[src/source/pci_defines.svh]
`ifndef PCI_DEFINES_SVH
`define PCI_DEFINES_SVH

// System clock in Hz
`define CLOCK_FREQ 50_000_000

// UART bit rate, 16 clocks per bit at CLOCK_FREQ
`define BIT_RATE 3_125_000

// Shared RAM depth in 32-bit words
`define MEMORY_WORDS 256

// Depth of the UART transmit FIFO, also the credits the controller starts with
`define TX_CREDITS 2

// Answer to a PING
`define BOARD_ID 8'h5A

`endif
[src/source/uart_link.sv]
`include "pci_defines.svh"

module uart_link (
    input  logic       sys_clk,
    input  logic       rst_n_i,
    input  logic       uart_rx_i,
    output logic       uart_tx_o,
    output logic [7:0] rx_byte_o,
    output logic       rx_valid_o,
    input  logic [7:0] tx_byte_i,
    input  logic       tx_valid_i,
    output logic       tx_credit_o
);
    localparam int CLKS_PER_BIT = `CLOCK_FREQ / `BIT_RATE;
    localparam int CNT_W = $clog2(CLKS_PER_BIT);
    localparam int DEPTH = `TX_CREDITS;
    localparam int PTR_W = (DEPTH > 1) ? $clog2(DEPTH) : 1;
    localparam int LVL_W = $clog2(DEPTH + 1);
    localparam logic [CNT_W-1:0] LAST_CNT = CNT_W'(CLKS_PER_BIT - 1);
    localparam logic [CNT_W-1:0] MID_CNT = CNT_W'(CLKS_PER_BIT / 2 - 1);

    logic             rx_meta;
    logic             rx_sync;
    logic             rx_active;
    logic [CNT_W-1:0] rx_cnt;
    logic [3:0]       rx_bit;     // 0 start, 1..8 data, 9 stop

    logic [7:0]       fifo_mem [DEPTH];
    logic [PTR_W-1:0] wr_ptr;
    logic [PTR_W-1:0] rd_ptr;
    logic [LVL_W-1:0] fifo_lvl;
    logic             pop;

    logic             tx_active;
    logic [CNT_W-1:0] tx_cnt;
    logic [3:0]       tx_bit;
    logic [9:0]       tx_shift;   // Stop, data, start

    function automatic logic [PTR_W-1:0] next_ptr(input logic [PTR_W-1:0] ptr);
        return (ptr == PTR_W'(DEPTH - 1)) ? '0 : ptr + 1'b1;
    endfunction

    // Line is idle high, so the synchronizer resets to 1
    always_ff @(posedge sys_clk) begin
        if (!rst_n_i) begin
            rx_meta <= 1'b1;
            rx_sync <= 1'b1;
        end else begin
            rx_meta <= uart_rx_i;
            rx_sync <= rx_meta;
        end
    end

    always_ff @(posedge sys_clk) begin
        if (!rst_n_i) begin
            rx_active  <= 1'b0;
            rx_cnt     <= '0;
            rx_bit     <= '0;
            rx_valid_o <= 1'b0;
        end else begin
            rx_valid_o <= 1'b0;
            if (!rx_active) begin
                rx_cnt    <= '0;
                rx_bit    <= '0;
                rx_active <= !rx_sync;   // Falling edge opens a frame
            end else begin
                rx_cnt <= (rx_cnt == LAST_CNT) ? '0 : rx_cnt + 1'b1;
                if (rx_cnt == LAST_CNT) begin
                    rx_bit <= rx_bit + 1'b1;
                end
                if (rx_cnt == MID_CNT) begin
                    if (rx_bit == 4'd0 && rx_sync) begin
                        rx_active <= 1'b0;           // Glitch, not a start bit
                    end else if (rx_bit == 4'd9) begin
                        rx_active  <= 1'b0;
                        rx_valid_o <= rx_sync;       // Bad stop bit drops the byte
                    end
                end
            end
        end
    end

    // Data bits arrive LSB first
    always_ff @(posedge sys_clk) begin
        if (rx_active && rx_cnt == MID_CNT && rx_bit >= 4'd1 && rx_bit <= 4'd8) begin
            rx_byte_o <= {rx_sync, rx_byte_o[7:1]};
        end
    end

    assign pop = !tx_active && (fifo_lvl != '0);

    always_ff @(posedge sys_clk) begin
        if (tx_valid_i) begin
            fifo_mem[wr_ptr] <= tx_byte_i;
        end
    end

    // No full check, the sender holds at most DEPTH credits
    always_ff @(posedge sys_clk) begin
        if (!rst_n_i) begin
            wr_ptr   <= '0;
            rd_ptr   <= '0;
            fifo_lvl <= '0;
        end else begin
            if (tx_valid_i) begin
                wr_ptr <= next_ptr(wr_ptr);
            end
            if (pop) begin
                rd_ptr <= next_ptr(rd_ptr);
            end
            case ({tx_valid_i, pop})
                2'b10:   fifo_lvl <= fifo_lvl + 1'b1;
                2'b01:   fifo_lvl <= fifo_lvl - 1'b1;
                default: fifo_lvl <= fifo_lvl;
            endcase
        end
    end

    always_ff @(posedge sys_clk) begin
        if (!rst_n_i) begin
            tx_active   <= 1'b0;
            tx_cnt      <= '0;
            tx_bit      <= '0;
            tx_shift    <= '1;
            tx_credit_o <= 1'b0;
        end else begin
            tx_credit_o <= 1'b0;
            if (pop) begin
                tx_active <= 1'b1;
                tx_cnt    <= '0;
                tx_bit    <= '0;
                tx_shift  <= {1'b1, fifo_mem[rd_ptr], 1'b0};
            end else if (tx_active) begin
                tx_cnt <= (tx_cnt == LAST_CNT) ? '0 : tx_cnt + 1'b1;
                if (tx_cnt == LAST_CNT) begin
                    tx_shift <= {1'b1, tx_shift[9:1]};   // Ones refill the idle level
                    tx_bit   <= tx_bit + 1'b1;
                    if (tx_bit == 4'd9) begin
                        // Stop bit done, the FIFO slot is free again
                        tx_active   <= 1'b0;
                        tx_credit_o <= 1'b1;
                    end
                end
            end
        end
    end

    assign uart_tx_o = tx_shift[0];

endmodule

[config.mk]
export PLATFORM = sky130hd
export DESIGN_NAME = uart_link
export DESIGN_NICKNAME = d
export VERILOG_FILES = /design/src/source/uart_link.sv
export VERILOG_INCLUDE_DIRS = /design/src /design/src/source
export SDC_FILE = /design/constraint.sdc
export NUM_CORES = 1
export LEC_CHECK = 0
export BUFFER_PORTS_ARGS = -buffer_cell sky130_fd_sc_hd__buf_2
export CAP_MARGIN = 20
export CORE_MARGIN = 3
export CORE_UTILIZATION = 40
export CTS_CLUSTER_DIAMETER = 100
export DETAILED_ROUTE_END_ITERATION = 6
export MAX_ROUTING_LAYER = met4
export PLACE_DENSITY = 0.58
export SYNTH_ARGS = -nofsm -noshare
export SYNTH_HDL_FRONTEND = slang
export SYNTH_SLANG_ARGS = --single-unit
export TNS_END_PERCENT = 10
[constraint.sdc]
create_clock -name sys_clk -period 2.5 [get_ports sys_clk]
set_input_delay 0.5 -clock sys_clk [delete_from_list [all_inputs] [get_ports sys_clk]]
set_output_delay 0.5 -clock sys_clk [all_outputs]
set_load 0.02 [all_outputs]
==> flow_summary.toml <==
[run_status]
status = "finished, final reports clean"

[logic_synthesis]
yosys.area.top_type_share_pct = 29.9
synthesis.area_um2 = 2410
postSynthCellCount = 200
synth_sequential_area_ratio_pct = 59.7
synth_cell_types = 44
netlist_top_cells_area = "dfxtp_1, edfxtp_1, ha_1, mux2i_1, a21oi_1"
synth_enable_flop_cells = 24
synth.ff_latch_count = 60
synth-async-reset-ratio_pct = 0
yosys_warning_count = 0
synth.largest_area_cell = "dfxtp_1"
synthesis.area_per_instance_um2 = 12.1
synth_fp_nets = 220
postSynth.topFlopCell = "dfxtp_1"

[floorplanning]
die_area_um2 = 7000
starting_density_of_the_core_pct = 42.5
die_height_um = 83.7
pin_count = 23
placeableCoreArea_um2 = 5680
die_width_um = 83.7
placement_rows = 27

[setup_path]
path_buf_inv = 1
ff2ff_path_depth = 5
path_max_fanout = 16
setup.worst_path.start_class = "register"
worst_ep_required_time_ps = 2750
regToRegStartpoint = "tx_active"
critPathCaptureType = "register"
crit_path_max_incr_delay_ps = 540
worstPathCellList = "o21bai_4, inv_1, ha_1, or3_1, a21oi_1"
critPathArrivalTime_ps = 2140
cp_top_family = "flip-flops"
worst_path_class_setup = "reg2reg"
worst_path_cell_with_the_longest_stage_delay = "dfxtp_1"
worst_r2r_endpoint = "fifo_lvl[1]"
reg2reg_setup_slack_ps = 620

[clock_network]
cts-root-to-sink-buffers = 2
cts-hold-fix-buffers = 0
worst_skew_pair.late_latency_ps = 330
post_cts_resized = 0
cts_inserted_buffers = 9
clkTransAtPathRegs_ps = 60
cts_tree = "yes"
clkSinkCount = 60
setup_repair_bufs_after_cts = 0
cts_max_level = 3
cts-root-buf = "clkbuf_8"

[placement]
place.port_buffers = 22
globalplace.congestion = 0.682
placedCellCount = 289
detailed_place_hpwl_mm = 2.52
place_area_um2 = 2580

[detailed_routing]
dr.pass1.iters = 4
detail_route.vias_per_cell = 5.01
drt_drc_violations_left = 0
drt_wl_total_mm = 3.76
route.detailed.wl_per_inst_um = 12.3
detailedRoute.firstIterationViolations = 61
antenna_violating_nets_post_route = 0
detailroute.via_count = 1529

[global_route]
grt_util_all_layers_pct = 12.2
first_pass_grt_wire_length_mm = 6.48
number_of_antenna_violations_at_the_first_check_in_global_routing = 0
globalRouteOverflowTotal = 0
first_global_vias = 1425
grt_max_degree = 20

[pwr]
power_density_nw_per_um2 = 926
p_leak_nw = 1.09
ir_worst_vdd_v = 0.000560

[sta]
hold_violations_final = 0
layout_worst_path_cycle_share_pct = 75.3
post_route_minimum_period_ps = 1880
timing.final.max_slew_violations = 0
setup_tns_ps = 0
report.final.setup_viol = 0
rsz0062_at_grt = "false"
slew_headroom_pct = 56.4
timing_worst_slew_pin_value_ps = 652
final.setup_skew_ps = 8.63
achievable-frequency_mhz = 531

[cells_and_area]
num_antenna_cells = 0
layout_commonest_cell = "dfxtp_1"
post_layout_nets = 248
area_growth_pct = 16.6
final_instance_count_excl_fillers = 305
final_design_utilization_pct = 49.6
finish.instance_area_um2 = 2810
post_route_cells_drive_above_1_share_pct = 18.9
num-fill-cells = 517
mostFrequentLayoutCells = "dfxtp_1, edfxtp_1, buf_2"

[min_path]
min_from = "uart_rx_i"
timing.hold.worst_endpoint = "rx_meta"
worstHoldPathCells = 2
worst_hold_path_type = "in2reg"

[run]
drv_cap = 0
[power by group]
group          internal, W  total, W  switching [W]
Clock             0.000655   0.00102       0.000362
Sequential         0.00113   0.00124       0.000110
Combinational     0.000158  0.000348       0.000190
[routing by layer]
layer	vias to the layer above	global-route usage, %	share of wire, %
li1	789	-	-
met1	700	14.1	47
met4	0	4.39	1.5
met5	-	-	0
met2	33	17.8	45
met3	7	6.91	6.2
[logic make-up (layout without fill, tap and decap cells)]
family          Yosys count  count (layout)  synth area share [%]
flops                    60              60                  59.7
simple gates             60              60                  14.5
fa+ha+maj                 8               8                  4.15
compound gates           40              40                  11.9
mux                       9               9                  3.73
buf+inv                  15              48                  3.06
xor+xnor                  8               8                  2.90
[area by class of cell]
type,instances,area (µm²),share of cell area [%]
Clock buffer,10,128,4.54
Tap cell,72,90.1,3.20
Timing Repair Buffer,23,118,4.18
Sequential cell,60,1440,51.2
Clock inverter,6,104,3.69
Multi-Input combinational cell,125,900,32.0
Inverter,9,33.8,1.20
[cell usage after synthesis (all sizes together), types with 3 or more instances]
library cell	number
o21ai	5
dfxtp	36
mux2i	9
inv	9
nor2b	8
nor2	12
ha	8
xor2	4
nand2	8
or3	5
nand3	7
nand2b	4
edfxtp	24
a21oi	17
xnor2	4
a2111oi	8
nand3b	3
buf	5
[worst max path at each step]
stage / startpoint / to / slack (ps) / cells past startpoint
global placement: tx_active / fifo_lvl[1] / 680 / 5
detailed placement: tx_active / fifo_lvl[1] / 650 / 5
CTS: tx_active / fifo_lvl[1] / 600 / 5
global route: tx_active / fifo_lvl[1] / 480 / 5
finish: tx_active / fifo_lvl[1] / 620 / 5
floorplan: rx_bit[0] / rx_byte_o[0] / 220 / 5
[stage by stage]
stage / hold slack (ps) / power, W / worst slack (ps)
finish: 345 / 0.00260 / 617
global route: 330 / 0.00275 / 480
CTS: 329 / 0.00264 / 600
detailed placement: 393 / 0.00161 / 655
global placement: 395 / 0.00160 / 680
floorplan: 386 / 0.00155 / 222
[flip-flops by register name (all words and copies together), names as in the netlist, 2 cells and up, named ones only]
register and count:
fifo_lvl 2, fifo_mem 16, rx_bit 4, rx_byte_o 8, rx_cnt 4, tx_bit 4, tx_cnt 4, tx_shift 9
[worst reg2reg max path, cell delays in order (launching register included)]
cell and delay, ps:
dfxtp_1 540, o21bai_4 320, inv_1 90, ha_1 320, or3_1 380, a21oi_1 160
Note: power is estimated with default switching activity, not from simulation.
