[src/source/pci_defines.svh]
`ifndef PCI_DEFINES_SVH
`define PCI_DEFINES_SVH

// System clock in Hz
`define CLOCK_FREQ 50_000_000

// UART bit rate, 16 clocks per bit at CLOCK_FREQ
`define BIT_RATE 3_125_000

// Shared RAM depth in 32-bit words
`define MEMORY_WORDS 256

// Depth of the UART transmit FIFO, also the credits the controller starts with
`define TX_CREDITS 2

// Answer to a PING
`define BOARD_ID 8'h5A

`endif
[src/source/pci_bus_pkg.sv]
package pci_bus_pkg;

    // Wishbone master to slave
    typedef struct packed {
        logic        cyc;
        logic        stb;
        logic        we;
        logic [3:0]  sel;   // Byte strobes
        logic [31:0] adr;   // Byte address
        logic [31:0] dat;
    } wb_req_t;

    // Wishbone slave to master
    typedef struct packed {
        logic        ack;
        logic [31:0] dat;
    } wb_rsp_t;

    // Core data port, request side
    typedef struct packed {
        logic        req;
        logic        we;
        logic [3:0]  be;
        logic [31:0] addr;
        logic [31:0] wdata;
    } obi_req_t;

    typedef struct packed {
        logic        gnt;
        logic        rvalid;
        logic [31:0] rdata;   // Zero on writes
    } obi_rsp_t;

endpackage

[src/source/obi_wb_bridge.sv]
module obi_wb_bridge (
    input  logic                  sys_clk,
    input  logic                  rst_n_i,
    input  pci_bus_pkg::obi_req_t obi_req_i,
    output pci_bus_pkg::obi_rsp_t obi_rsp_o,
    output pci_bus_pkg::wb_req_t  wb_req_o,
    input  pci_bus_pkg::wb_rsp_t  wb_rsp_i
);
    import pci_bus_pkg::*;

    obi_req_t    held_q;     // Request as seen in its first cycle
    obi_req_t    cur_req;
    logic        busy_q;     // Wishbone cycle open, waiting for ack
    logic        rvalid_q;
    logic [31:0] rdata_q;
    logic        stb;

    // A new request waits out the rvalid cycle of the previous one
    assign stb     = !rvalid_q && (busy_q || obi_req_i.req);
    assign cur_req = busy_q ? held_q : obi_req_i;

    assign wb_req_o.cyc = stb;
    assign wb_req_o.stb = stb;
    assign wb_req_o.we  = cur_req.we;
    assign wb_req_o.sel = cur_req.be;
    assign wb_req_o.adr = cur_req.addr;
    assign wb_req_o.dat = cur_req.wdata;

    assign obi_rsp_o.gnt    = wb_rsp_i.ack;   // Grant in the ack cycle
    assign obi_rsp_o.rvalid = rvalid_q;
    assign obi_rsp_o.rdata  = rdata_q;

    always_ff @(posedge sys_clk) begin
        if (!rst_n_i) begin
            busy_q   <= 1'b0;
            rvalid_q <= 1'b0;
        end else begin
            rvalid_q <= wb_rsp_i.ack;
            if (wb_rsp_i.ack) begin
                busy_q <= 1'b0;
            end else if (stb) begin
                busy_q <= 1'b1;
            end
        end
    end

    always_ff @(posedge sys_clk) begin
        if (stb && !busy_q) begin
            held_q <= obi_req_i;
        end
        if (wb_rsp_i.ack) begin
            rdata_q <= cur_req.we ? 32'h0 : wb_rsp_i.dat;
        end
    end

endmodule

[config.mk]
export PLATFORM = sky130hd
export DESIGN_NAME = obi_wb_bridge
export DESIGN_NICKNAME = d
export VERILOG_FILES = /design/src/source/pci_defines.svh /design/src/source/pci_bus_pkg.sv /design/src/source/obi_wb_bridge.sv
export SDC_FILE = /design/constraint.sdc
export NUM_CORES = 1
export LEC_CHECK = 0
export BUFFER_PORTS_ARGS = -buffer_cell sky130_fd_sc_hd__buf_2
export CORE_ASPECT_RATIO = 0.5
export CORE_UTILIZATION = 41
export DETAILED_ROUTE_END_ITERATION = 6
export GPL_TIMING_DRIVEN = 0
export PLACE_DENSITY = 0.74
export SLEW_MARGIN = 20
export SYNTH_ARGS = -nofsm -noshare
export SYNTH_HDL_FRONTEND = slang
export SYNTH_SLANG_ARGS = --single-unit
[constraint.sdc]
create_clock -name sys_clk -period 4.2 [get_ports sys_clk]
set_clock_uncertainty 0.1 [all_clocks]
set_input_delay 0.42 -clock sys_clk [delete_from_list [all_inputs] [get_ports sys_clk]]
set_output_delay 0.42 -clock sys_clk [all_outputs]
set_load 0.01 [all_outputs]
==> results.rst <==
.. list-table::
   :header-rows: 1

   * - Metric
     - Value
   * - Cell with the biggest individual delay on the critical path
     - sky130_fd_sc_hd__mux2_2
   * - Number of hold-slack violations in the final timing report
     - 0
   * - Number of warnings printed during yosys synthesis
     - 0
   * - Class of the most critical setup path
     - flop to primary output
   * - Clock net sink count
     - 103
   * - Routed via count divided by cell count
     - ~4.6
   * - Number of vias in the routed layout
     - 2,704
   * - Cell seen most often among critical-path stages
     - sky130_fd_sc_hd__buf_2
   * - Maximum achievable frequency
     - 0.474 GHz
   * - Rows
     - 25
   * - Tmin final
     - 2110 ps
   * - Endpoint of the most critical register-to-register path
     - held_q[41]
   * - Setup-failing EPs final
     - 0
   * - Slew Limit Fails
     - 0
   * - Highest ir drop seen on vdd
     - between 0.0002 and 0.00025 V
   * - Root buf cell
     - sky130_fd_sc_hd__clkbuf_16
   * - Sum of routed wire length over all layers
     - approximately 9 mm
   * - CTS Hold Buffers Added
     - 0
   * - Worst hold endpoint
     - held_q[9]
   * - Longest Clk Path Bufs
     - 2
   * - Filler cell count
     - 767
   * - Ratio of total power to cell area
     - approximately 400 nW/um2
   * - Number of max-cap violations
     - 0
   * - Switching share of power
     - 0.234
   * - Instance count along the most critical hold path
     - 1
   * - Setup slack on the worst flop-to-flop path
     - 2310 ps
   * - Slew of the pin with the lowest slew margin
     - 735 ps
   * - Largest stage delay, worst path
     - 370 ps
   * - CP Cell Sequence
     - buf_6, buf_2, mux2_2, buf_2
   * - Total half-perimeter wirelength after legalization and detailed placement
     - 6.81 mm
   * - WL per Instance
     - 15.2 um
   * - Insertion delay of the later-clocked pin in the worst-skew pair
     - 330 ps
   * - Horiz. Die Dim
     - ~150 um
   * - H-tree depth reported by CTS
     - 3
   * - Status
     - finished, final reports clean
   * - Distinct cell type count of the synthesized netlist
     - 12
   * - Post-synthesis instance area
     - 4210 um2
   * - Overall die area
     - ~11,000 um2
   * - # port buffers
     - 209
   * - Initial antenna violation count
     - 0
   * - Resized cells post-CTS
     - 0
   * - Net count of the mapped netlist
     - 333
   * - Worst r2r src
     - busy_q
   * - GRT Resource Usage Total
     - 0.169
   * - Worst Path Max Fanout
     - 10
   * - Number of synthesized register bits
     - 103
   * - Min-Delay Path Class
     - primary input to flop
   * - Leak
     - 0.00243 uW
   * - Register share of total power
     - 0.528
   * - Switching power
     - 538 uW
   * - Antenna Violating Nets Remaining
     - 0
   * - Area overhead of the layout relative to synthesis
     - 37.3%
   * - Number of ports placed on the die boundary
     - 210
   * - Sequential element share of the synthesized area
     - 0.729
   * - Combinational cell fraction of total power
     - 0.133
   * - Final GP Congestion
     - 0.729
   * - Final net count
     - 556
   * - Internal power consumption
     - 1760 uW
   * - DIE HEIGHT
     - 73.7 um
   * - Global-route wire length before repair
     - about 14 mm
   * - Register-to-Register Path Depth
     - 6
   * - Effective utilization at floorplan
     - 0.435
   * - Initial drt markers
     - 96
   * - Post-synthesis cell count
     - about 230
   * - Data required time at the worst endpoint
     - ~3700 ps
   * - Fin Setup TNS
     - 0 ps
   * - Kind of start point of the critical path
     - flop
   * - Antenna fix cells
     - 0
   * - Number of global-route vias before repair
     - 2,697
   * - Length of the first detailed-routing pass in iterations
     - 4
   * - Clock buffers created by TritonCTS
     - 9
   * - Worst rel slew slack
     - 0.510
   * - Fraction of layout cells with a size suffix above 1
     - 0.686
   * - Post-layout power
     - around 2300 uW
   * - Core area
     - 9700 um2
   * - Number of buffers added for setup after CTS
     - 0
   * - Worst min-delay path startpoint
     - obi_req_i[9]
   * - Overflow after GRT
     - 0
   * - Clock power share
     - 0.339
   * - Category of the worst setup path capture point
     - primary output
   * - Largest net degree at the start of global routing
     - 36
   * - DRC errors left
     - 0
   * - Clock tree from TritonCTS
     - yes
   * - Unrepaired setup endpoints after global routing
     - no
   * - Post-Synthesis Mean Instance Area
     - 18.5 um2
   * - Arrival time at the worst endpoint
     - 1590 ps
   * - Clock-pin transition on the worst setup and hold timing paths
     - around 70 ps
   * - Share of the cycle needed by the critical path after routing
     - 0.502
-- layout make-up --
| cell class | instances | area [um2] | share of cell area |
|---|---|---|---|
| flip-flops and latches | 103 | 3070 | 0.531 |
| repair buffers | 212 | 1110 | 0.192 |
| plain buffers | 15 | 110 | 0.0190 |
| well taps | 135 | 169 | 0.0292 |
| inverters | 2 | 7.51 | 0.00130 |
| multi-input cells | 108 | 1030 | 0.178 |
| clock buffers | 9 | 225 | 0.0389 |
| clock inverters | 7 | 57.6 | 0.00995 |
-- cell usage after synthesis --
cell type                    n  share of area
sky130_fd_sc_hd__dfxtp_1     2         0.0095
sky130_fd_sc_hd__and2_1     33          0.049
sky130_fd_sc_hd__mux2i_4     1         0.0053
sky130_fd_sc_hd__edfxtp_1  101           0.72
sky130_fd_sc_hd__buf_4       4         0.0071
sky130_fd_sc_hd__buf_6       4          0.011
sky130_fd_sc_hd__buf_2       7         0.0083
sky130_fd_sc_hd__mux2_2     68           0.18
sky130_fd_sc_hd__a21oi_1     1         0.0012
sky130_fd_sc_hd__nor2_1      3         0.0027
sky130_fd_sc_hd__nand2b_1    2         0.0030
sky130_fd_sc_hd__inv_1       2         0.0018
-- cells in the final DEF (no fill, tap or decap) --
cell type / Yosys / final
sky130_fd_sc_hd__clkinv_4: 0 / 3
sky130_fd_sc_hd__nor2_4: 0 / 1
sky130_fd_sc_hd__inv_1: 2 / 2
sky130_fd_sc_hd__buf_2: 7 / 216
sky130_fd_sc_hd__dfxtp_1: 2 / 2
sky130_fd_sc_hd__edfxtp_1: 101 / 101
sky130_fd_sc_hd__buf_6: 4 / 4
sky130_fd_sc_hd__buf_16: 0 / 1
sky130_fd_sc_hd__clkbuf_16: 0 / 9
sky130_fd_sc_hd__mux2_2: 68 / 68
sky130_fd_sc_hd__mux2i_4: 1 / 1
sky130_fd_sc_hd__a21oi_1: 1 / 1
sky130_fd_sc_hd__buf_4: 4 / 4
sky130_fd_sc_hd__nand2b_1: 2 / 2
sky130_fd_sc_hd__clkinvlp_4: 0 / 3
sky130_fd_sc_hd__buf_12: 0 / 2
sky130_fd_sc_hd__inv_6: 0 / 1
sky130_fd_sc_hd__and2_1: 33 / 33
sky130_fd_sc_hd__nor2_1: 3 / 2
-- kinds of logic after synthesis --
family | Yosys count | share of synthesized area
AO/OA/AOI/OAI | 1 | 0.00119
buffers and inverters | 17 | 0.0279
flip-flops | 103 | 0.729
multiplexers | 69 | 0.187
AND/OR/NAND/NOR | 38 | 0.0546
-- critical path: cells and delay by family, from the launching register on --
kind | cells | cell delay, ps
buffers and inverters | 3 | 550
muxes | 1 | 370
DFF | 1 | 330
-- power groups by stage --
| stage | clock network (uW) | registers [uW] | logic [uW] |
|---|---|---|---|
| 6_report | 781 | 1220 | 306 |
| 5_1_grt | 828 | 1220 | 332 |
| 4_1_cts | 797 | 1220 | 310 |
| 3_5_place_dp | 0 | 1240 | 309 |
| 3_3_place_gp | 0 | 1240 | 291 |
| 2_1_floorplan | 0 | 1250 | 136 |
-- worst max path at each step --
stage           start      endpoint  slack [ps]
2_1_floorplan  busy_q     held_q[0]         100
3_3_place_gp   busy_q    held_q[12]       -1250
3_5_place_dp   busy_q    held_q[41]        2300
4_1_cts        busy_q  wb_req_o[39]        2050
5_1_grt        busy_q  wb_req_o[39]        2000
6_report       busy_q  wb_req_o[39]        2090
-- per-stage QoR --
stage	utilization	std cells	worst slack [ps]	hold WS (ps)	cell area, um2
2_1_floorplan	-	228	102	419	4210
3_3_place_gp	0.560	572	-1250	459	5430
3_5_place_dp	0.568	575	2300	511	5500
4_1_cts	0.597	591	2050	152	5790
5_1_grt	0.597	591	2000	151	5790
6_report	0.597	591	2090	163	5790
-- per-layer routing --
layer | routed length, um | track usage
met5 | 0 | 0
met4 | 133 | 0.0585
met3 | 374 | 0.0491
met2 | 5090 | 0.337
met1 | 3360 | 0.172
-- state kept, by name (all words and copies together), names as in the netlist --
register  flops
rdata_q      32
busy_q        1
rvalid_q      1
held_q       69
Note: power is estimated with default switching activity, not from simulation.
