<file path="src/source/pci_defines.svh">
`ifndef PCI_DEFINES_SVH
`define PCI_DEFINES_SVH

// System clock in Hz
`define CLOCK_FREQ 50_000_000

// UART bit rate, 16 clocks per bit at CLOCK_FREQ
`define BIT_RATE 3_125_000

// Shared RAM depth in 32-bit words
`define MEMORY_WORDS 256

// Depth of the UART transmit FIFO, also the credits the controller starts with
`define TX_CREDITS 2

// Answer to a PING
`define BOARD_ID 8'h5A

`endif
</file>
<file path="src/source/pci_ctrl_pkg.sv">
package pci_ctrl_pkg;

    // Host command bytes, plain ASCII
    typedef enum logic [7:0] {
        OP_PING  = 8'h50,   // 'P'
        OP_WRITE = 8'h57,   // 'W'
        OP_READ  = 8'h52,   // 'R'
        OP_RUN   = 8'h47,   // 'G'
        OP_HALT  = 8'h48    // 'H'
    } host_op_e;

    typedef enum logic [2:0] {
        IDLE,
        GET_ADDR,
        GET_DATA,
        BUS,
        REPLY
    } ctrl_state_e;

    // Single byte answers
    localparam logic [7:0] REPLY_OK  = 8'h4B;   // 'K'
    localparam logic [7:0] REPLY_ERR = 8'h45;   // 'E'

endpackage

</file>
<file path="src/source/pci_bus_pkg.sv">
package pci_bus_pkg;

    // Wishbone master to slave
    typedef struct packed {
        logic        cyc;
        logic        stb;
        logic        we;
        logic [3:0]  sel;   // Byte strobes
        logic [31:0] adr;   // Byte address
        logic [31:0] dat;
    } wb_req_t;

    // Wishbone slave to master
    typedef struct packed {
        logic        ack;
        logic [31:0] dat;
    } wb_rsp_t;

    // Core data port, request side
    typedef struct packed {
        logic        req;
        logic        we;
        logic [3:0]  be;
        logic [31:0] addr;
        logic [31:0] wdata;
    } obi_req_t;

    typedef struct packed {
        logic        gnt;
        logic        rvalid;
        logic [31:0] rdata;   // Zero on writes
    } obi_rsp_t;

endpackage

</file>
<file path="src/source/host_controller.sv">
`include "pci_defines.svh"

module host_controller (
    input  logic                 sys_clk,
    input  logic                 rst_n_i,
    input  logic [7:0]           rx_byte_i,
    input  logic                 rx_valid_i,
    output logic [7:0]           tx_byte_o,
    output logic                 tx_valid_o,
    input  logic                 tx_credit_i,
    output pci_bus_pkg::wb_req_t wb_req_o,
    input  pci_bus_pkg::wb_rsp_t wb_rsp_i,
    output logic                 core_rst_n_o
);
    import pci_ctrl_pkg::*;

    localparam int CRED_W = $clog2(`TX_CREDITS + 1);

    ctrl_state_e       state_q;
    host_op_e          op_q;
    logic [1:0]        byte_cnt_q;
    logic [31:0]       addr_q;
    logic [31:0]       data_q;
    logic [31:0]       reply_q;        // Sent LSB first
    logic [2:0]        reply_left_q;
    logic [CRED_W-1:0] tx_credits_q;
    logic              core_rst_q;
    logic              send;

    // Answer to a single byte command
    function automatic logic [7:0] first_reply(input logic [7:0] cmd);
        logic [7:0] rsp;
        case (host_op_e'(cmd))
            OP_PING:                            rsp = `BOARD_ID;
            OP_WRITE, OP_READ, OP_RUN, OP_HALT: rsp = REPLY_OK;
            default:                            rsp = REPLY_ERR;
        endcase
        return rsp;
    endfunction

    assign send       = (state_q == REPLY) && (tx_credits_q != '0);
    assign tx_valid_o = send;
    assign tx_byte_o  = reply_q[7:0];

    // One access per command, full word strobes
    assign wb_req_o.cyc = (state_q == BUS);
    assign wb_req_o.stb = (state_q == BUS);
    assign wb_req_o.we  = (op_q == OP_WRITE);
    assign wb_req_o.sel = 4'hF;
    assign wb_req_o.adr = addr_q;
    assign wb_req_o.dat = data_q;

    assign core_rst_n_o = core_rst_q;

    always_ff @(posedge sys_clk) begin
        if (!rst_n_i) begin
            state_q      <= IDLE;
            op_q         <= OP_PING;
            byte_cnt_q   <= '0;
            reply_left_q <= '0;
            core_rst_q   <= 1'b0;   // Core held in reset until RUN
        end else begin
            case (state_q)
                IDLE: begin
                    if (rx_valid_i) begin
                        op_q         <= host_op_e'(rx_byte_i);
                        byte_cnt_q   <= '0;
                        reply_left_q <= 3'd1;
                        case (host_op_e'(rx_byte_i))
                            OP_WRITE, OP_READ: state_q <= GET_ADDR;
                            OP_RUN: begin
                                core_rst_q <= 1'b1;
                                state_q    <= REPLY;
                            end
                            OP_HALT: begin
                                core_rst_q <= 1'b0;
                                state_q    <= REPLY;
                            end
                            default: state_q <= REPLY;   // PING or unknown byte
                        endcase
                    end
                end
                GET_ADDR: begin
                    if (rx_valid_i) begin
                        byte_cnt_q <= byte_cnt_q + 1'b1;
                        if (byte_cnt_q == 2'd3) begin
                            state_q <= (op_q == OP_WRITE) ? GET_DATA : BUS;
                        end
                    end
                end
                GET_DATA: begin
                    if (rx_valid_i) begin
                        byte_cnt_q <= byte_cnt_q + 1'b1;
                        if (byte_cnt_q == 2'd3) begin
                            state_q <= BUS;
                        end
                    end
                end
                BUS: begin
                    if (wb_rsp_i.ack) begin
                        reply_left_q <= (op_q == OP_WRITE) ? 3'd1 : 3'd4;
                        state_q      <= REPLY;
                    end
                end
                REPLY: begin
                    // Stalls here while the FIFO is out of credits
                    if (send) begin
                        reply_left_q <= reply_left_q - 1'b1;
                        if (reply_left_q == 3'd1) begin
                            state_q <= IDLE;
                        end
                    end
                end
                default: state_q <= IDLE;
            endcase
        end
    end

    always_ff @(posedge sys_clk) begin
        if (rx_valid_i && state_q == GET_ADDR) begin
            addr_q <= {rx_byte_i, addr_q[31:8]};
        end
        if (rx_valid_i && state_q == GET_DATA) begin
            data_q <= {rx_byte_i, data_q[31:8]};
        end
        if (rx_valid_i && state_q == IDLE) begin
            reply_q <= {24'h0, first_reply(rx_byte_i)};
        end else if (state_q == BUS && wb_rsp_i.ack) begin
            reply_q <= (op_q == OP_WRITE) ? {24'h0, REPLY_OK} : wb_rsp_i.dat;
        end else if (send) begin
            reply_q <= {8'h00, reply_q[31:8]};
        end
    end

    // One credit per FIFO slot
    always_ff @(posedge sys_clk) begin
        if (!rst_n_i) begin
            tx_credits_q <= CRED_W'(`TX_CREDITS);
        end else begin
            case ({send, tx_credit_i})
                2'b10:   tx_credits_q <= tx_credits_q - 1'b1;
                2'b01:   tx_credits_q <= tx_credits_q + 1'b1;
                default: tx_credits_q <= tx_credits_q;
            endcase
        end
    end

endmodule

</file>
<file path="config.mk">
export PLATFORM = sky130hd
export DESIGN_NAME = host_controller
export DESIGN_NICKNAME = d
export VERILOG_FILES = /design/src/source/pci_ctrl_pkg.sv /design/src/source/pci_bus_pkg.sv /design/src/source/host_controller.sv
export VERILOG_INCLUDE_DIRS = /design/src /design/src/source
export SDC_FILE = /design/constraint.sdc
export NUM_CORES = 1
export LEC_CHECK = 0
export BUFFER_PORTS_ARGS = -buffer_cell sky130_fd_sc_hd__buf_2
export CAP_MARGIN = 0
export CORE_AREA = 2 2 99 101
export CTS_BUF_LIST = sky130_fd_sc_hd__clkbuf_4
export CTS_CLUSTER_SIZE = 20
export DETAILED_ROUTE_END_ITERATION = 7
export DIE_AREA = 0 0 101 103
export GPL_ROUTABILITY_DRIVEN = 0
export GPL_TIMING_DRIVEN = 0
export MAX_ROUTING_LAYER = met4
export PLACE_DENSITY_LB_ADDON = 0.1
export RECOVER_POWER = 50
export SETUP_SLACK_MARGIN = 0.3
export SYNTH_ARGS = -nofsm -noshare
export SYNTH_HDL_FRONTEND = slang
export SYNTH_SLANG_ARGS = --single-unit
export TNS_END_PERCENT = 10
</file>
<file path="constraint.sdc">
create_clock -name sys_clk -period 2.5 [get_ports sys_clk]
set_clock_uncertainty 0.05 [all_clocks]
set_input_delay 0.375 -clock sys_clk [delete_from_list [all_inputs] [get_ports sys_clk]]
set_output_delay 0.375 -clock sys_clk [all_outputs]
set_load 0.01 [all_outputs]
</file>
==> results by group, run 1 <==
Place
  • DP Area: 5170 µm²
  • # port buffers: 121
  • Dpl cells: 580
  • Dpl ws: 0.1472 ns
  • Hpwl dp: 6479 µm

Critical path
  • Setup CP Type: reg2reg
  • CP required: 2.56 ns
  • Worst path arrival time: 2.25 ns
  • CP Max Fanout: 32
  • Critical path capture point type: register
  • Reg2reg setup slack: 0.32 ns
  • Worst R2R End: data_q[9]
  • Startpoint types: register
  • FF-to-FF path depth: 3
  • RR Startpoint: state_q[1]

Cells and area
  • Fillers: 887
  • Layout cells sized above 1: 22.51%
  • Diode count: 0
  • Most frequent cells in the layout: clkbuf_1, edfxtp_1, buf_2
  • Layout net count: 538
  • Non-Filler Instances: 616
  • Final Instance Area: 5443 µm²
  • Area growth from synthesis to layout: 23.83%
  • Most common cell after layout, fill and taps aside: clkbuf_1

Clocking
  • CTS Sinks: 115
  • TritonCTS clock tree: yes
  • Max H-tree Level: 4
  • Num CTS Buffers: 17
  • CTS root buf: clkbuf_4
  • CTS Buffer Depth: 2
  • Clock latency on the worst-skew pair: 0.48 ns
  • Clock transition at path regs: 0.11 ns
  • Number of setup buffers added after CTS: 0

Logic synthesis
  • Ys Warns: 0
  • Number of synthesized register bits: 115
  • Post-synthesis sequential area ratio: 68.77%
  • Syn Area/Cell: 12.85 µm²
  • Syn Inst Count: 342
  • Ys async rst share: 0%
  • Number of synthesized flops with an enable pin: 72
  • Post-synth cell types: 56
  • Synthesized cell area: 4395 µm²
  • Prevailing post-synth register cell: edfxtp_1

Timing
  • RSZ-0062 raised after global routing: yes
  • Final TNS setup: 0 ns
  • Worst Max-Slew Pin Slew: 0.9088 ns
  • Fin crit period: 2.185 ns
  • Final Hold Viols: 0
  • Slew HR: 39.27%
  • Fmax: 457.7 MHz
  • Final setup violation count: 0
  • Worst hold slack: 0.05131 ns
  • Post-route setup slack: 0.3152 ns
  • Period utilization: 87.39%
  • Final Max Tran Viols: 0

Route
  • DRT Pass-1 Iters: 5
  • WL final: 9100 µm
  • DRC: 0
  • WL/cell: 14.77 µm
  • Vias post-DR: 3157
  • Iter 0 DRT Violations: 123
  • Via-to-Cell Ratio: 5.125
  • DRT antenna net count: 0

Floorplan
  • Die ar.: 10400 µm²
  • Num rows: 36
  • Die X: 101 µm
  • Initial Utilization: 46.47%
  • Die Y: 103 µm
  • Core area: 9459 µm²
  • Ports: 126

Power and ir drop
  • Cell Pwr Density: 768.7 nW/µm²
  • Sw Pwr: 1.080 mW
  • Clk pwr share: 34.2%
  • Sequential power share: 53.1%
  • LEAKAGE: 1.988 nW
  • Internal Power: 3.103 mW
  • Max IR drop VDD: 349.4 µV
  • Comb power frac: 12.7%
  • Switching share of power: 25.82%

Global route
  • Overall Global Routing Usage: 18.51%
  • First-pass GRT wire length: 14360 µm
  • GRT Residual Overflow: 0
  • Largest net degree at the start of global routing: 33
  • Vias in the first global route: 2997
  • Initial antenna violation count: 0

Run status
  • Outcome: complete, no violations

Worst hold path
  • Worst Hold Class: in2reg
  • Hold Crit Depth: 2
  • Hold Crit Start: wb_rsp_i[30]
  • Hold endpoint: reply_q[30]

Job
  • Max-cap violations: 0
stage by stage:
step / power, mW / util [%]
after floorplan: 2.610 / -
after global placement: 2.774 / 54.52
after detailed placement: 2.786 / 54.66
after CTS: 4.224 / 58.11
after global routing: 4.401 / 57.54
final: 4.184 / 57.54
how the worst max path moves through the flow:
stage	startpoint	endpoint	slack, ns	cells past startpoint
6_report	state_q[1]	data_q[9]	0.32	3
2_1_floorplan	state_q[0]	addr_q[0]	-0.09	3
3_5_place_dp	state_q[2]	tx_credits_q[1]	0.15	6
3_3_place_gp	state_q[0]	addr_q[17]	-0.75	3
4_1_cts	state_q[2]	tx_valid_o	0.31	5
5_1_grt	state_q[1]	data_q[16]	0.10	3
state kept, by name, summed over array words and instances, names as in the netlist, 2 cells and up:
register / count
addr_q: 32
op_q: 8
state_q: 3
reply_left_q: 3
tx_credits_q: 2
data_q: 32
reply_q: 32
byte_cnt_q: 2
kinds of logic after synthesis:
kind of cell	synth area share (%)
adders and majority gates	1.139
other	0.08532
AOI/OAI and AO/OA	14.40
muxes	0.4555
DFF	68.77
buffers and inverters	4.384
xor gates and xnor gates	0.5979
and+or+nand+nor	10.16
worst max-delay path, cell delays in order, from the launching register on:
cell      delay (ns)
dfxtp_1         0.50
clkbuf_1        0.37
nand2b_1        0.17
nor2_4          0.71
area by class of cell:
type | count | area [µm²] | area share [%]
flip-flops and latches | 115 | 3024 | 55.56
well taps | 114 | 142.6 | 2.621
plain buffers | 27 | 163.9 | 3.011
clock buffers | 17 | 127.6 | 2.345
multi-input cells | 195 | 1221 | 22.44
repair buffers | 125 | 551.8 | 10.14
clock inverters | 15 | 181.4 | 3.333
inverters | 8 | 30.03 | 0.5517
synth_stat cells, drive strengths merged, types with 2 or more instances:
master / n / area share (%)
nand3: 3 / 0.34
o211ai: 2 / 0.34
a32o: 3 / 0.68
dfxtp: 43 / 20
edfxtp: 72 / 49
nand2b: 7 / 1.0
o221ai: 2 / 0.40
nor2: 11 / 1.0
nand4b: 3 / 0.60
nor2b: 3 / 0.43
mux2i: 2 / 0.46
buf: 18 / 2.9
clkbuf: 9 / 0.77
xor2: 2 / 0.40
o211a: 2 / 0.46
inv: 8 / 0.68
a21oi: 20 / 2.4
a211oi: 2 / 0.34
nand2: 37 / 3.2
a22o: 8 / 1.6
or3b: 4 / 0.85
a22oi: 3 / 0.51
nor3: 2 / 0.34
ha: 4 / 1.1
a21boi: 9 / 1.5
o21ai: 42 / 4.9
nor3b: 2 / 0.34
and4b: 2 / 0.46
timing repair:
item / CTS / global route
setup endpoints to repair: 3 / 68
hold buffers: 0 / 4
endpoints found under the hold margin: 0 / 4
resized for setup: 5 / 0
layer usage:
metal | vias up | track usage [%] | share of wire [%]
li1 | 1549 | - | -
met1 | 1490 | 22.66 | 44
met2 | 105 | 29.74 | 49
met3 | 13 | 5.695 | 5.9
met4 | 0 | 5.613 | 1.1
met5 | - | - | 0
power groups by stage:
stage                     Clock (mW)  Sequential [mW]  Combinational [mW]
after global routing            1.56             2.24               0.600
after detailed placement           0             2.26               0.523
after CTS                       1.47             2.22               0.534
final                           1.43             2.22               0.530
after floorplan                    0             2.24               0.368
after global placement             0             2.26               0.514
Power figures use the tool's default switching activity.
==> run 2, diff against run 1 <==
--- a/config.mk
+++ b/config.mk
@@ -8,11 +8,11 @@
 export LEC_CHECK = 0
 export BUFFER_PORTS_ARGS = -buffer_cell sky130_fd_sc_hd__buf_2
 export CAP_MARGIN = 0
-export CORE_AREA = 2 2 99 101
+export CORE_AREA = 2 2 95 97
 export CTS_BUF_LIST = sky130_fd_sc_hd__clkbuf_4
 export CTS_CLUSTER_SIZE = 20
 export DETAILED_ROUTE_END_ITERATION = 7
-export DIE_AREA = 0 0 101 103
+export DIE_AREA = 0 0 97 99
 export GPL_ROUTABILITY_DRIVEN = 0
 export GPL_TIMING_DRIVEN = 0
 export MAX_ROUTING_LAYER = met4
==> constraint.sdc (replaced) <==
create_clock -name sys_clk -period 2.4 [get_ports sys_clk]
set_clock_uncertainty 0.05 [all_clocks]
set_input_delay 0.36 -clock sys_clk [delete_from_list [all_inputs] [get_ports sys_clk]]
set_output_delay 0.36 -clock sys_clk [all_outputs]
set_load 0.01 [all_outputs]
==> run 2 against run 1 <==
Final area rose by 1.5%. Combinational power is 7.0% higher. Clock power increased by 3%. Utilization up 7.1 points. Highest routed layer unchanged. Sequential share of layout area fell by 0.84 points. First-iteration DRC count down 25%. Non-clock buffer count increased by 9. Critical path type unchanged.
==> results by group, run 2 (synthesis gave the netlist of run 1 again) <==
Clocking
  • Clock latency on the worst-skew pair: 0.50 ns (+0.02 ns)
  • TritonCTS clock tree: yes
  • CTS Buffer Depth: 2 (unchanged)
  • Clock transition at path regs: 0.11 ns (about the same)
  • CTS root buf: clkbuf_4
  • CTS Sinks: 115 (unchanged)
  • Num CTS Buffers: 17 (unchanged)
  • Max H-tree Level: 4 (unchanged)

Floorplan
  • Initial Utilization: 51.40% (+4.9 points)
  • Die ar.: 9603 µm² (-7.7%)
  • Die Y: 99 µm (-3.9%)
  • Num rows: 34 (-5.6%)
  • Die X: 97 µm (-4.0%)
  • Ports: 126 (unchanged)
  • Core area: 8551 µm² (-9.6%)

Critical path
  • CP required: 2.47 ns (-0.09 ns)
  • FF-to-FF path depth: 3 (unchanged)
  • Critical path capture point type: register
  • CP Max Fanout: 32 (unchanged)
  • Worst path arrival time: 2.22 ns (-0.03 ns)
  • Worst R2R End: data_q[28]
  • CP max-delay cell: nor2_4
  • CP bufs+invs: 1 (unchanged)
  • Crit path max-delay family: simple AND/OR/NAND/NOR gates
  • RR Startpoint: state_q[1]
  • Setup CP Type: reg2reg
  • Critical Path Stages: 3 (unchanged)
  • CP max stage delay: 0.69 ns (-0.02 ns)
  • Startpoint types: register
  • Worst path cell trace: clkbuf_1 -> nand2b_1 -> nor2_4
  • Reg2reg setup slack: 0.24 ns (-0.07 ns)

Power and ir drop
  • Comb power frac: 13.0% (+0.3 points)
  • Cell Pwr Density: 788.9 nW/µm² (+2.6%)
  • Clk pwr share: 33.9% (-0.3 points)
  • Sequential power share: 53.1% (about the same)
  • Sw Pwr: 1.115 mW (+3.2%)
  • Internal Power: 3.245 mW (+4.6%)
  • Switching share of power: 25.57% (-0.25 points)
  • LEAKAGE: 2.031 nW (+2.2%)
  • Max IR drop VDD: 377.5 µV (+8.0%)

Timing
  • Period utilization: 89.87% (+2.5 points)
  • Final Max Tran Viols: 0 (unchanged)
  • Fin crit period: 2.157 ns (-0.02798 ns)
  • Final setup violation count: 0 (unchanged)
  • Final Hold Viols: 0 (unchanged)
  • RSZ-0062 raised after global routing: yes
  • Worst Max-Slew Pin Slew: 0.8683 ns (-0.04055 ns)
  • Fmax: 463.6 MHz (+1.3%)
  • Post-route setup slack: 0.2431 ns (-0.07202 ns)
  • Slew HR: 41.98% (+2.7 points)

Cells and area
  • Register Area: 3024 µm² (unchanged)
  • Layout cells sized above 1: 22.31% (-0.20 points)
  • Non-Filler Instances: 619 (+0.49%)
  • Fillers: 742 (-16%)
  • Most frequent cells in the layout: clkbuf_1, edfxtp_1, buf_2
  • Layout net count: 547 (+1.7%)
  • Area of the multi-input gates: 1221 µm² (unchanged)
  • Area growth from synthesis to layout: 25.73%
  • Regs by FF count: addr_q x32, data_q x32, reply_q x32
  • Most common cell after layout, fill and taps aside: clkbuf_1
  • Diode count: 0 (unchanged)

Global route
  • Initial antenna violation count: 0 (unchanged)
  • Overall Global Routing Usage: 20.02% (+1.5 points)
  • GRT Residual Overflow: 0 (unchanged)
  • First-pass GRT wire length: 14620 µm (+1.8%)
  • Vias in the first global route: 3038 (+1.4%)
  • Largest net degree at the start of global routing: 33 (unchanged)

Route
  • DRC: 0 (unchanged)
  • Via-to-Cell Ratio: 5.187 (+1.2%)
  • WL final: 9279 µm (+2.0%)
  • WL/cell: 14.99 µm (+1.5%)
  • Iter 0 DRT Violations: 92 (-25%)
  • DRT antenna net count: 0 (unchanged)
  • DRT Pass-1 Iters: 4 (-1)
  • Vias post-DR: 3211 (+1.7%)

Worst hold path
  • Hold Crit Depth: 3 (+1)
  • Hold Crit Start: wb_rsp_i[13]
  • Hold endpoint: reply_q[13]
  • Worst Hold Class: in2reg

Place
  • Hpwl dp: 6533 µm (+0.83%)
  • Dpl cells: 574 (-1.0%)
  • # port buffers: 121 (unchanged)
  • Dpl ws: 0.02953 ns (-0.1176 ns)

Run status
  • Outcome: complete, no violations

Job
  • Max-cap violations: 0 (unchanged)
[run 2: cell count changes in the layout (fill, tap and decap cells not counted), sizes merged]
cell         before  now
buf              64   65
clkinv            5    7
clkinvlp          4    3
dlygate4sd3       4   12
inv              11   10
[run 2: per-layer routing]
layer  vias up  wire [µm]  GRT usage, %
met1      1518       3902         22.99
met3         7        616         6.170
li1       1572          -             -
met5         -          0             -
met2       114       4688         33.60
met4         0         71         6.826
[run 2: power by group through the flow]
stage	logic [mW]	clock network (mW)	registers, mW
2_1_floorplan	0.383	0	2.34
3_3_place_gp	0.534	0	2.35
3_5_place_dp	0.544	0	2.35
4_1_cts	0.574	1.52	2.31
5_1_grt	0.637	1.61	2.33
6_report	0.567	1.48	2.32
[run 2: worst max path at each step]
stage / endpoint / slack (ns) / start
2_1_floorplan: addr_q[0] / -0.19 / state_q[0]
3_3_place_gp: addr_q[4] / -0.85 / state_q[0]
3_5_place_dp: tx_credits_q[1] / 0.03 / state_q[2]
4_1_cts: data_q[28] / 0.23 / state_q[1]
5_1_grt: data_q[27] / 0.10 / state_q[1]
6_report: data_q[28] / 0.24 / state_q[1]
[run 2: tightest hold or removal path: cells and delay by family]
| kind | cells | cell delay [ns] |
|---|---|---|
| buffers and inverters | 1 | 0.09 |
| AND/OR/NAND/NOR | 1 | 0.05 |
| AO/OA/AOI/OAI | 1 | 0.05 |
[run 2: repair_timing]
action	in CTS	in global routing
setup buffers	1	0
hold buffers	10	2
endpoints found under the hold margin	12	2
pin swaps	0	0
resized for setup	6	0
setup endpoints to repair	27	69
cloned	0	0
[run 2: final cells by class]
class                   instances  share of cell area (%)
multi-input cells             195                   22.10
inverters                       8                  0.5434
clock buffers                  17                   2.309
well taps                     108                   2.445
plain buffers                  27                   3.011
clock inverters                15                   3.305
flip-flops and latches        115                   54.72
repair buffers                134                   11.57
[run 2: stage by stage]
stage | hold slack [ns] | utilization (%) | total power, mW | cell area (µm²) | setup TNS (ns)
4_1_cts | 0.00007533 | 65.50 | 4.402 | 5600 | 0
3_3_place_gp | 0.3730 | 60.23 | 2.885 | 5150 | -29.66
2_1_floorplan | 0.3870 | - | 2.719 | 4409 | -6.086
6_report | 0.03343 | 64.63 | 4.360 | 5527 | 0
5_1_grt | 0.002103 | 64.63 | 4.577 | 5527 | 0
3_5_place_dp | 0.3779 | 60.37 | 2.899 | 5162 | 0
==> run 3, diff against run 2 <==
--- a/config.mk
+++ b/config.mk
@@ -14,8 +14,6 @@
 export DETAILED_ROUTE_END_ITERATION = 7
 export DIE_AREA = 0 0 97 99
 export GPL_ROUTABILITY_DRIVEN = 0
-export GPL_TIMING_DRIVEN = 0
-export MAX_ROUTING_LAYER = met4
 export PLACE_DENSITY_LB_ADDON = 0.1
 export RECOVER_POWER = 50
 export SETUP_SLACK_MARGIN = 0.3
==> run 3 against run 2 <==
Sequential power hardly changed. First-iteration DRC count increased by 54%. Utilization is 1.5 points lower. Worst setup slack gained 0.079 ns. Sequential share of layout area is 1.4 points higher. Global-route usage down 0.91 points. Final area is 2.4% lower. Non-clock buffer count down 21.
==> results by group, run 3 (synthesis gave the netlist of run 1 again) <==
Run status
  • Outcome: complete, no violations

Cells and area
  • Regs by FF count: addr_q x32, data_q x32, reply_q x32
  • Most frequent cells in the layout: clkbuf_1, edfxtp_1, buf_2
  • Fin util: 63.11% (-1.5 points)
  • Diode count: 0 (unchanged)
  • Most common cell after layout, fill and taps aside: clkbuf_1
  • Final Instance Area: 5396 µm² (-2.4%)
  • Layout net count: 526 (-3.8%)
  • Layout cells sized above 1: 21.43% (-0.88 points)
  • Area growth from synthesis to layout: 22.77%

Floorplan
  • Num rows: 34 (unchanged)
  • Ports: 126 (unchanged)
  • Die X: 97 µm (unchanged)
  • Core area: 8551 µm² (unchanged)
  • Initial Utilization: 51.40% (unchanged)
  • Die Y: 99 µm (unchanged)
  • Die ar.: 9603 µm² (unchanged)

Clocking
  • Max H-tree Level: 4 (unchanged)
  • CTS Buffer Depth: 2 (unchanged)
  • Clock transition at path regs: 0.12 ns (about the same)
  • Clock latency on the worst-skew pair: 0.49 ns (about the same)
  • TritonCTS clock tree: yes
  • CTS Sinks: 115 (unchanged)
  • CTS root buf: clkbuf_4
  • Num CTS Buffers: 17 (unchanged)

Job
  • Max-cap violations: 0 (unchanged)

Critical path
  • RR Startpoint: state_q[0]
  • Setup CP Type: in2reg
  • Worst R2R End: core_rst_n_o
  • CP required: 2.73 ns (+0.26 ns)
  • CP Max Fanout: 4 (-88%)
  • Startpoint types: input port
  • Critical path capture point type: register
  • Worst path arrival time: 2.41 ns (+0.19 ns)
  • FF-to-FF path depth: 5 (+2)
  • Reg2reg setup slack: 0.44 ns (+0.20 ns)

Global route
  • Met2 Use GR: 30.61% (-3.0 points)
  • GR Util met1: 23.78% (+0.80 points)
  • First-pass GRT wire length: 14480 µm (-0.99%)
  • Overall Global Routing Usage: 19.11% (-0.91 points)
  • Initial antenna violation count: 0 (unchanged)
  • Most used routing layer: met2
  • GRT Residual Overflow: 0 (unchanged)
  • Largest net degree at the start of global routing: 33 (unchanged)
  • Vias in the first global route: 3078 (+1.3%)
  • GR Util met3: 5.887% (-0.28 points)

Place
  • # port buffers: 121 (unchanged)
  • Hpwl dp: 6051 µm (-7.4%)
  • DP Area: 5067 µm² (-1.8%)

Worst hold path
  • Hold Crit Start: wb_rsp_i[15]
  • Worst Hold Class: in2reg
  • Hold endpoint: reply_q[15]
  • Hold Crit Depth: 3 (unchanged)

Timing
  • Fmax: 481.3 MHz (+3.8%)
  • Worst Max-Slew Pin Slew: 0.6277 ns (-0.2406 ns)
  • Fin crit period: 2.078 ns (-0.07934 ns)
  • Worst hold slack: 0.03686 ns (+0.003435 ns)
  • Final TNS setup: 0 ns (unchanged)
  • RSZ-0062 raised after global routing: yes
  • Final setup violation count: 0 (unchanged)
  • Final Hold Viols: 0 (unchanged)
  • Final Max Tran Viols: 0 (unchanged)
  • Slew HR: 57.07% (+15 points)
  • Period utilization: 86.56% (-3.3 points)

Power and ir drop
  • Cell Pwr Density: 795.4 nW/µm² (+0.83%)
  • LEAKAGE: 1.963 nW (-3.3%)
  • Max IR drop VDD: 326.9 µV (-13%)

Route
  • Via-to-Cell Ratio: 5.191 (about the same)
  • Iter 0 DRT Violations: 142 (+54%)
  • WL/cell: 15.13 µm (+0.91%)
  • WL final: 9046 µm (-2.5%)
  • DRT antenna net count: 0 (unchanged)
  • DRC: 0 (unchanged)
  • DRT Pass-1 Iters: 4 (unchanged)
  • Vias post-DR: 3104 (-3.3%)
-- run 3: layer usage --
layer / share of wire (%) / routed length (µm)
met5: 0 / 0
met1: 43 / 3864
met2: 49 / 4460
met3: 6.4 / 581
met4: 1.5 / 140
-- run 3: area by class of cell --
| class | instances | area [µm²] |
|---|---|---|
| clock buffers | 17 | 127.6 |
| clock inverters | 15 | 181.4 |
| fillers | 741 | 3154 |
| inverters | 8 | 30.03 |
| multi-input cells | 195 | 1217 |
| flip-flops and latches | 115 | 3028 |
| well taps | 108 | 135.1 |
| repair buffers | 140 | 676.9 |
-- run 3: power by group --
group          total, mW  switching (mW)  leakage [nW]  internal, mW
clock network       1.48           0.749         0.154         0.731
registers           2.32          0.0779          1.01          2.24
logic              0.496           0.280         0.799         0.216
total               4.29            1.11          1.96          3.19
-- run 3: metrics by stage --
stage | setup WS [ns] | total power, mW | std cells
6_report | 0.3225 | 4.292 | 598
5_1_grt | 0.2536 | 4.508 | 598
4_1_cts | 0.3479 | 4.338 | 594
3_5_place_dp | 0.4132 | 2.846 | 556
3_3_place_gp | 0.4116 | 2.837 | 556
2_1_floorplan | -0.1902 | 2.719 | 345
-- run 3: worst max-delay path by stage --
| stage | from | endpoint | slack [ns] | cells after the start |
|---|---|---|---|---|
| after floorplan | state_q[0] | addr_q[0] | -0.19 | 3 |
| after global placement | state_q[0] | reply_left_q[1] | 0.41 | 5 |
| after detailed placement | state_q[0] | reply_left_q[0] | 0.41 | 5 |
| after CTS | state_q[0] | tx_valid_o | 0.35 | 5 |
| after global routing | state_q[1] | wb_req_o[70] | 0.25 | 4 |
| final | rx_byte_i[6] | state_q[2] | 0.32 | 6 |
-- run 3: what timing repair did --
action	4_1_cts	5_1_grt
setup buffers	1	0
resized for setup	3	3
hold buffers	5	4
setup endpoints to repair	1	3
pin swaps	1	1
hold endpoints to repair	6	4
-- run 3: critical path, cell delays in order --
cell and delay, ns:
dlygate4sd3_1 0.53, clkbuf_1 0.17, or3b_2 0.52, o41ai_1 0.52
nand2_1 0.11, a32o_1 0.21
